`src/hdl/pipePkg.sv`:
```
package pipePkg;

	localparam int addrW = 32;
	localparam int regW = 5;
	localparam int excW = 5;

	localparam logic [addrW-1:0] resetPc = 32'hbfc0_0000; // Boot ROM entry in kseg1.
	localparam logic [addrW-1:0] pcStep = 32'd4;

	// Primary opcode field, bits 31:26 of the instruction word.
	typedef enum logic [5:0] {
		special = 6'd0,
		j = 6'd2,
		beq = 6'd4,
		addiu = 6'd9,
		lui = 6'd15,
		lw = 6'd35,
		sw = 6'd43
	} opcodeT;

	typedef enum logic [2:0] {
		classNone,
		classAlu,
		classLoad,
		classStore,
		classBranch,
		classJump
	} opClassT;

	// Values follow the CP0 Cause.ExcCode encoding.
	typedef enum logic [excW-1:0] {
		excNone = 5'd0,
		excAdEL = 5'd4,
		excRI = 5'd10
	} excCodeT;

endpackage

```
`src/hdl/decodeLatch.sv`:
```
`timescale 1ns/100ps

module decodeLatch (
	input logic clk,
	input logic rstN,
	input logic stall,
	input logic flush,
	input logic [pipePkg::addrW-1:0] instr,
	input logic [pipePkg::addrW-1:0] fetchPc,
	input logic fetchExc,
	input pipePkg::excCodeT fetchExcCode,
	output logic decValid,
	output logic [pipePkg::addrW-1:0] decPc,
	output pipePkg::opcodeT decOp,
	output logic [pipePkg::regW-1:0] decRs,
	output logic [pipePkg::regW-1:0] decRt,
	output logic [pipePkg::regW-1:0] decRd,
	output logic [pipePkg::regW-1:0] decShamt,
	output logic [5:0] decFunc,
	output logic [15:0] decImm,
	output logic decExc,
	output pipePkg::excCodeT decExcCode
);

	always_ff @(posedge clk or negedge rstN) begin
		if (!rstN) begin
			decValid <= 1'b0;
			decPc <= '0;
			decOp <= pipePkg::special;
			decRs <= '0;
			decRt <= '0;
			decRd <= '0;
			decShamt <= '0;
			decFunc <= '0;
			decImm <= '0;
			decExc <= 1'b0;
			decExcCode <= pipePkg::excNone;
		end else if (flush) begin
			decValid <= 1'b0; // The slot becomes a bubble.
			decPc <= '0;
			decOp <= pipePkg::special;
			decRs <= '0;
			decRt <= '0;
			decRd <= '0;
			decShamt <= '0;
			decFunc <= '0;
			decImm <= '0;
			decExc <= 1'b0;
			decExcCode <= pipePkg::excNone;
		end else if (!stall) begin
			decValid <= 1'b1;
			decPc <= fetchPc;
			decOp <= pipePkg::opcodeT'(instr[31:26]); // Unlisted opcodes pass through as raw bits.
			decRs <= instr[25:21];
			decRt <= instr[20:16];
			decRd <= instr[15:11];
			decShamt <= instr[10:6];
			decFunc <= instr[5:0];
			decImm <= instr[15:0];
			decExc <= fetchExc;
			decExcCode <= fetchExcCode;
		end
	end

	flushKillsDecode: assert property (
		@(posedge clk) disable iff (!rstN)
		flush |=> !decValid
	) else $error("decode slot still valid after a flush.");

endmodule

```
`src/hdl/executeLatch.sv`:
```
`timescale 1ns/100ps

module executeLatch (
	input logic clk,
	input logic rstN,
	input logic stall,
	input logic flush,
	input logic decValid,
	input logic [pipePkg::addrW-1:0] decPc,
	input pipePkg::opcodeT decOp,
	input logic [pipePkg::regW-1:0] decRs,
	input logic [pipePkg::regW-1:0] decRt,
	input logic [pipePkg::regW-1:0] decRd,
	input logic [pipePkg::regW-1:0] decShamt,
	input logic [5:0] decFunc,
	input logic [15:0] decImm,
	input logic decExc,
	input pipePkg::excCodeT decExcCode,
	output logic exValid,
	output logic [pipePkg::addrW-1:0] exPc,
	output pipePkg::opClassT exClass,
	output logic [pipePkg::regW-1:0] exRs,
	output logic [pipePkg::regW-1:0] exRt,
	output logic [pipePkg::regW-1:0] exRd,
	output logic [pipePkg::regW-1:0] exShamt,
	output logic [5:0] exFunc,
	output logic [15:0] exImm,
	output logic exExc,
	output pipePkg::excCodeT exExcCode,
	output logic exStall
);

	pipePkg::opClassT opClass;
	logic mergedExc;
	pipePkg::excCodeT mergedCode;

	always_comb begin
		case (decOp)
			pipePkg::special, pipePkg::addiu, pipePkg::lui: opClass = pipePkg::classAlu;
			pipePkg::lw: opClass = pipePkg::classLoad;
			pipePkg::sw: opClass = pipePkg::classStore;
			pipePkg::beq: opClass = pipePkg::classBranch;
			pipePkg::j: opClass = pipePkg::classJump;
			default: opClass = pipePkg::classNone;
		endcase
	end

	// An exception from fetch is older than RI, so it keeps its code.
	always_comb begin
		mergedExc = 1'b0;
		mergedCode = pipePkg::excNone;
		if (decValid && decExc) begin
			mergedExc = 1'b1;
			mergedCode = decExcCode;
		end else if (decValid && opClass == pipePkg::classNone) begin
			mergedExc = 1'b1;
			mergedCode = pipePkg::excRI;
		end
	end

	always_ff @(posedge clk or negedge rstN) begin
		if (!rstN) begin
			exValid <= 1'b0;
			exPc <= '0;
			exClass <= pipePkg::classNone;
			{exRs, exRt, exRd, exShamt} <= '0;
			exFunc <= '0;
			exImm <= '0;
			exExc <= 1'b0;
			exExcCode <= pipePkg::excNone;
			exStall <= 1'b0;
		end else if (flush) begin
			exValid <= 1'b0;
			exPc <= '0;
			exClass <= pipePkg::classNone;
			{exRs, exRt, exRd, exShamt} <= '0;
			exFunc <= '0;
			exImm <= '0;
			exExc <= 1'b0;
			exExcCode <= pipePkg::excNone;
			exStall <= 1'b0;
		end else if (!stall) begin
			exValid <= decValid;
			exPc <= decPc;
			exClass <= opClass;
			exRs <= decRs;
			exRt <= decRt;
			exRd <= decRd;
			exShamt <= decShamt;
			exFunc <= decFunc;
			exImm <= decImm;
			exExc <= mergedExc;
			exExcCode <= mergedCode;
			exStall <= 1'b0;
		end else begin
			exStall <= 1'b1; // Downstream sees a held entry, not a new one.
		end
	end

	stallMarkerCause: assert property (
		@(posedge clk) disable iff (!rstN)
		$rose(exStall) |-> $past(stall)
	) else $error("exStall rose without a stall.");

endmodule

```
`src/hdl/fetchStage.sv`:
```
`timescale 1ns/100ps

module fetchStage (
	input logic clk,
	input logic rstN,
	input logic stall,
	input logic flush,
	input logic [pipePkg::addrW-1:0] redirectPc,
	output logic [pipePkg::addrW-1:0] pc,
	output logic fetchExc,
	output pipePkg::excCodeT fetchExcCode
);

	logic misaligned;

	always_ff @(posedge clk or negedge rstN) begin
		if (!rstN) begin
			pc <= pipePkg::resetPc;
		end else if (flush) begin
			pc <= redirectPc; // Redirect wins over a stall.
		end else if (!stall) begin
			pc <= pc + pipePkg::pcStep;
		end
	end

	assign misaligned = (pc[1:0] != 2'b00); // Words must be 4-byte aligned.

	always_comb begin
		fetchExc = misaligned;
		fetchExcCode = misaligned ? pipePkg::excAdEL : pipePkg::excNone;
	end

	redirectTaken: assert property (
		@(posedge clk) disable iff (!rstN)
		flush |=> (pc == $past(redirectPc))
	) else $error("pc did not follow the redirect address.");

endmodule

```
`src/hdl/pipeTop.sv`:
```
`timescale 1ns/100ps

module pipeTop (
	input logic clk,
	input logic rstN,
	input logic stall,
	input logic flush,
	input logic [pipePkg::addrW-1:0] instr,
	input logic [pipePkg::addrW-1:0] redirectPc,
	output logic [pipePkg::addrW-1:0] pc,
	output logic exValid,
	output logic [pipePkg::addrW-1:0] exPc,
	output pipePkg::opClassT exClass,
	output logic [pipePkg::regW-1:0] exRs,
	output logic [pipePkg::regW-1:0] exRt,
	output logic [pipePkg::regW-1:0] exRd,
	output logic [pipePkg::regW-1:0] exShamt,
	output logic [5:0] exFunc,
	output logic [15:0] exImm,
	output logic exExc,
	output pipePkg::excCodeT exExcCode,
	output logic exStall
);

	logic fetchExc;
	pipePkg::excCodeT fetchExcCode;

	logic decValid;
	logic [pipePkg::addrW-1:0] decPc;
	pipePkg::opcodeT decOp;
	logic [pipePkg::regW-1:0] decRs;
	logic [pipePkg::regW-1:0] decRt;
	logic [pipePkg::regW-1:0] decRd;
	logic [pipePkg::regW-1:0] decShamt;
	logic [5:0] decFunc;
	logic [15:0] decImm;
	logic decExc;
	pipePkg::excCodeT decExcCode;

	fetchStage fetch (
		.clk, .rstN, .stall, .flush, .redirectPc,
		.pc, .fetchExc, .fetchExcCode
	);

	decodeLatch decode (
		.clk, .rstN, .stall, .flush, .instr,
		.fetchPc(pc), // The fetch pc feeds the decode slot directly.
		.fetchExc, .fetchExcCode,
		.decValid, .decPc, .decOp, .decRs, .decRt, .decRd, .decShamt,
		.decFunc, .decImm, .decExc, .decExcCode
	);

	executeLatch execute (
		.clk, .rstN, .stall, .flush,
		.decValid, .decPc, .decOp, .decRs, .decRt, .decRd, .decShamt,
		.decFunc, .decImm, .decExc, .decExcCode,
		.exValid, .exPc, .exClass, .exRs, .exRt, .exRd, .exShamt,
		.exFunc, .exImm, .exExc, .exExcCode, .exStall
	);

endmodule

```
`config.mk`:
```
export PLATFORM = sky130hd
export DESIGN_NAME = pipeTop
export DESIGN_NICKNAME = d
export VERILOG_FILES = /design/src/hdl/pipePkg.sv /design/src/hdl/decodeLatch.sv /design/src/hdl/executeLatch.sv /design/src/hdl/fetchStage.sv /design/src/hdl/pipeTop.sv
export SDC_FILE = /design/constraint.sdc
export NUM_CORES = 1
export LEC_CHECK = 0
export BUFFER_PORTS_ARGS = -buffer_cell sky130_fd_sc_hd__buf_2
export CAP_MARGIN = 15
export CORE_MARGIN = 1
export CORE_UTILIZATION = 50
export DETAILED_ROUTE_END_ITERATION = 16
export PLACE_DENSITY_LB_ADDON = 0.3
export SETUP_SLACK_MARGIN = 0.2
export SLEW_MARGIN = 20
export SYNTH_ARGS = -nofsm -noshare
export SYNTH_HDL_FRONTEND = slang
export SYNTH_SLANG_ARGS = --single-unit
```
`constraint.sdc`:
```
create_clock -name clk -period 4.44 [get_ports clk]
set_input_delay 0.666 -clock clk [delete_from_list [all_inputs] [get_ports clk]]
set_output_delay 0.666 -clock clk [all_outputs]
set_load 0.01 [all_outputs]
```
==> flow_summary.yaml <==
run_status:
  status: "finished clean"
critical_path:
  cp.required_ns: 4.69
  worstSetupPathType: "in2reg"
  rr_worst_depth: 5
  cp-start-kind: "input pin"
  crit_buf_inv: 2
  crit_family: "buffers and inverters"
  reg2reg_from: "fetch.pc[2]$_DFFE_PN0N_"
  path_max_fanout: 101
  r2r_slack_ns: 2.04
  slowest_stage: "buf_6"
  slowest_delay_ns: 0.79
  worstPathArrival_ns: 2.81
  worst_setup_path_end_kind: "flop"
  crit_chain: "buf_6 -> buf_4 -> nand4b_1 -> nor3_1 -> xnor2_1 -> o21ai_0"
  r2r_end: "fetch.pc[26]$_DFFE_PN1N_"
clock_tree:
  cts_made_buffers: 17
  htreeDepth: 4
  clkLatencyLatePin_ns: 0.42
  root_buffer: "clkbuf_16"
  hold_buffers: 0
  cts_buffer_depth: 2
  cts_tree: "yes"
  cts-resized-gates: 0
  clkSinkCount: 164
  cts_setup_buffers: 0
  clkSlewWorstSetupHoldPaths_ns: 0.06
yosys:
  ys_ff_latch: 164
  synth_top_area_share_pct: 52.6
  synth_warnings: 0
  ys_seq_area_share_pct: 55.9
  yosys_most_used_dff: "dfrtp_1"
  synth_edf_count: 0
  avgSynthCellArea_um2: 10.8
  synth_area_leaders: "dfrtp_1 (53%), mux2i_1 (16%), nor2_1 (7.2%)"
  synth_cells: 683
  yosysTopAreaCell: "dfrtp_1"
  netlist_area_um2: 7370
  ys_async_sr_fraction_pct: 100
  synthDistinctLibCells: 46
pwr:
  ir_drop_mv: 0.232
  p_total_uw: 3500
  power.leakage_uw: 0.00459
  powerDensity_nw_per_um2: 397
floorplan:
  coreArea_um2: 14100
  die_height_um: 123
  die_w_um: 123
  row_count: 43
  start_util_pct: 52.1
  io-pin-count: 185
  die_area_um2: 15200
drt:
  routedWlPerCell_um: 16.3
  drtIter0Drc: 324
  drt_first_pass_iters: 5
  vias: 5528
  drc: 0
  antenna_left: 0
  drt_wl_total_um: 16600
  vias_per_cell: 5.43
timing:
  slew_violations: 0
  worst_pin_slew_ns: 1.10
  skew_ns: 0.0107
  fin_crit_sh_pct: 57.8
  setup_tns_ns: 0
  finalSetupViolations: 0
  finalHoldViolCount: 0
  slew-limit-headroom_pct: 26.8
  rsz0062_at_grt: "no"
  fmaxAchievable_ghz: 0.390
  min_period_ns: 2.56
global_route:
  grt_max_degree: 104
  antenna_found_initial: 1
  gr-total-overflow: 0
  grt_pass1_vias: 5331
  grt_pass1_wl_um: 26900
  grt_usage_pct: 22.9
placement:
  placement.io_buffers: 182
  dp_hpwl_um: 10900
  routabilityCongestion: 0.759
cells_and_area:
  diodes: 0
  most-common-layout-cells: "buf_2 (179), dfrtp_1 (155), nor2_1 (142)"
  nets: 894
  layout-area-overhead-vs-synth_pct: 19.7
  drive_gt1_share_pct: 28.0
  final_common_cell: "buf_2"
min_path:
  hp-class: "in2async"
job:
  cap_viol_max_count: 0
[power by group]
group | switching, µW | internal, µW
Combinational | 217 | 166
Sequential | 93.2 | 1590
Clock | 610 | 832
[per-stage QoR]
| stage | setup slack [ns] | cell area [µm²] | hold WS (ns) | utilization, % | cells |
|---|---|---|---|---|---|
| after global placement | 1.55 | 8240 | 0.461 | 58.2 | 986 |
| after detailed placement | 1.45 | 8240 | 0.496 | 58.2 | 986 |
| after global routing | 1.75 | 8820 | 0.421 | 62.3 | 1018 |
| after floorplan | 2.29 | 7370 | 0.370 | - | 684 |
| after CTS | 1.89 | 8820 | 0.393 | 62.3 | 1018 |
| final | 1.88 | 8820 | 0.339 | 62.3 | 1018 |
[layer usage]
metal / share of wire, % / global-route usage [%] / routed length (µm)
met1: 45 / 31.7 / 7440
met2: 47 / 34.8 / 7860
met3: 7.1 / 6.55 / 1190
met4: 0.64 / 7.38 / 107
met5: 0 / 0 / 0
[flip-flops by register name (all words and copies together), names as in the netlist]
signal and flops:
execute.exRt 5, execute.exPc 32, decode.decValid 1, execute.exExc 1, execute.exClass 3, execute.exExcCode 2, execute.exRs 5, decode.decRs 5
execute.exValid 1, decode.decOp 6, execute.exImm 16, decode.decPc 32, decode.decRt 5, execute.exStall 1, fetch.pc 32, decode.decExcCode 1
decode.decImm 16
[worst max-delay path by stage]
| stage | cells past startpoint | slack, ns | to | start |
|---|---|---|---|---|
| finish | 6 | 1.88 | fetch.pc[9]$_DFFE_PN0N_ | stall |
| global route | 6 | 1.75 | fetch.pc[9]$_DFFE_PN0N_ | stall |
| CTS | 6 | 1.89 | fetch.pc[9]$_DFFE_PN0N_ | stall |
| global placement | 6 | 1.55 | fetch.pc[11]$_DFFE_PN0N_ | stall |
| detailed placement | 6 | 1.45 | fetch.pc[9]$_DFFE_PN0N_ | stall |
| floorplan | 6 | 2.29 | fetch.pc[26]$_DFFE_PN1N_ | fetch.pc[2]$_DFFE_PN0N_ |
[area by class of cell]
class	instances	area, µm²
Multi-Input combinational cell	450	2910
Inverter	6	22.5
Fill cell	1150	5330
Tap cell	180	225
Timing Repair Buffer	186	960
Clock buffer	17	425
Sequential cell	164	4120
Clock inverter	15	155
[kinds of logic (layout without fill, tap and decap cells)]
group | Yosys count | after routing | share of synthesized area [%]
AO/OA/AOI/OAI | 60 | 60 | 5.52
XOR/XNOR | 14 | 14 | 1.66
adder cells (fa/ha/maj) | 1 | 1 | 0.170
buffers and inverters | 70 | 224 | 4.65
flip-flops | 164 | 164 | 55.9
multiplexers | 123 | 123 | 16.7
other | 1 | 2 | 0.0509
AND/OR/NAND/NOR | 250 | 250 | 15.3
[cells in the mapped netlist, types with 2 or more instances]
master / n
xnor2_1: 11
nand2b_1: 2
a221o_1: 2
a21oi_1: 8
or3_1: 6
nand2_1: 37
nor2_1: 142
or2_2: 5
a31oi_1: 7
a22oi_1: 2
nor3_1: 8
nand4_1: 8
o21ai_0: 19
buf_1: 15
a311o_1: 3
dfstp_2: 9
buf_2: 7
nor2b_1: 3
xor2_1: 3
nand4b_1: 4
buf_4: 19
clkbuf_1: 23
mux2_2: 2
nand3_1: 14
o311ai_0: 9
o211ai_1: 2
o31ai_1: 2
or4_1: 7
mux2i_1: 121
inv_1: 6
nor4_1: 6
and2_1: 3
dfrtp_1: 155
[worst register-to-register path: stages, from the launching register on]
cell     delay [ns]
dfrtp_1        0.44
ha_1           0.28
nand4_4        0.19
or4_1          0.70
or4_1          0.52
a31oi_1        0.19
Note: power is estimated with default switching activity, not from simulation.
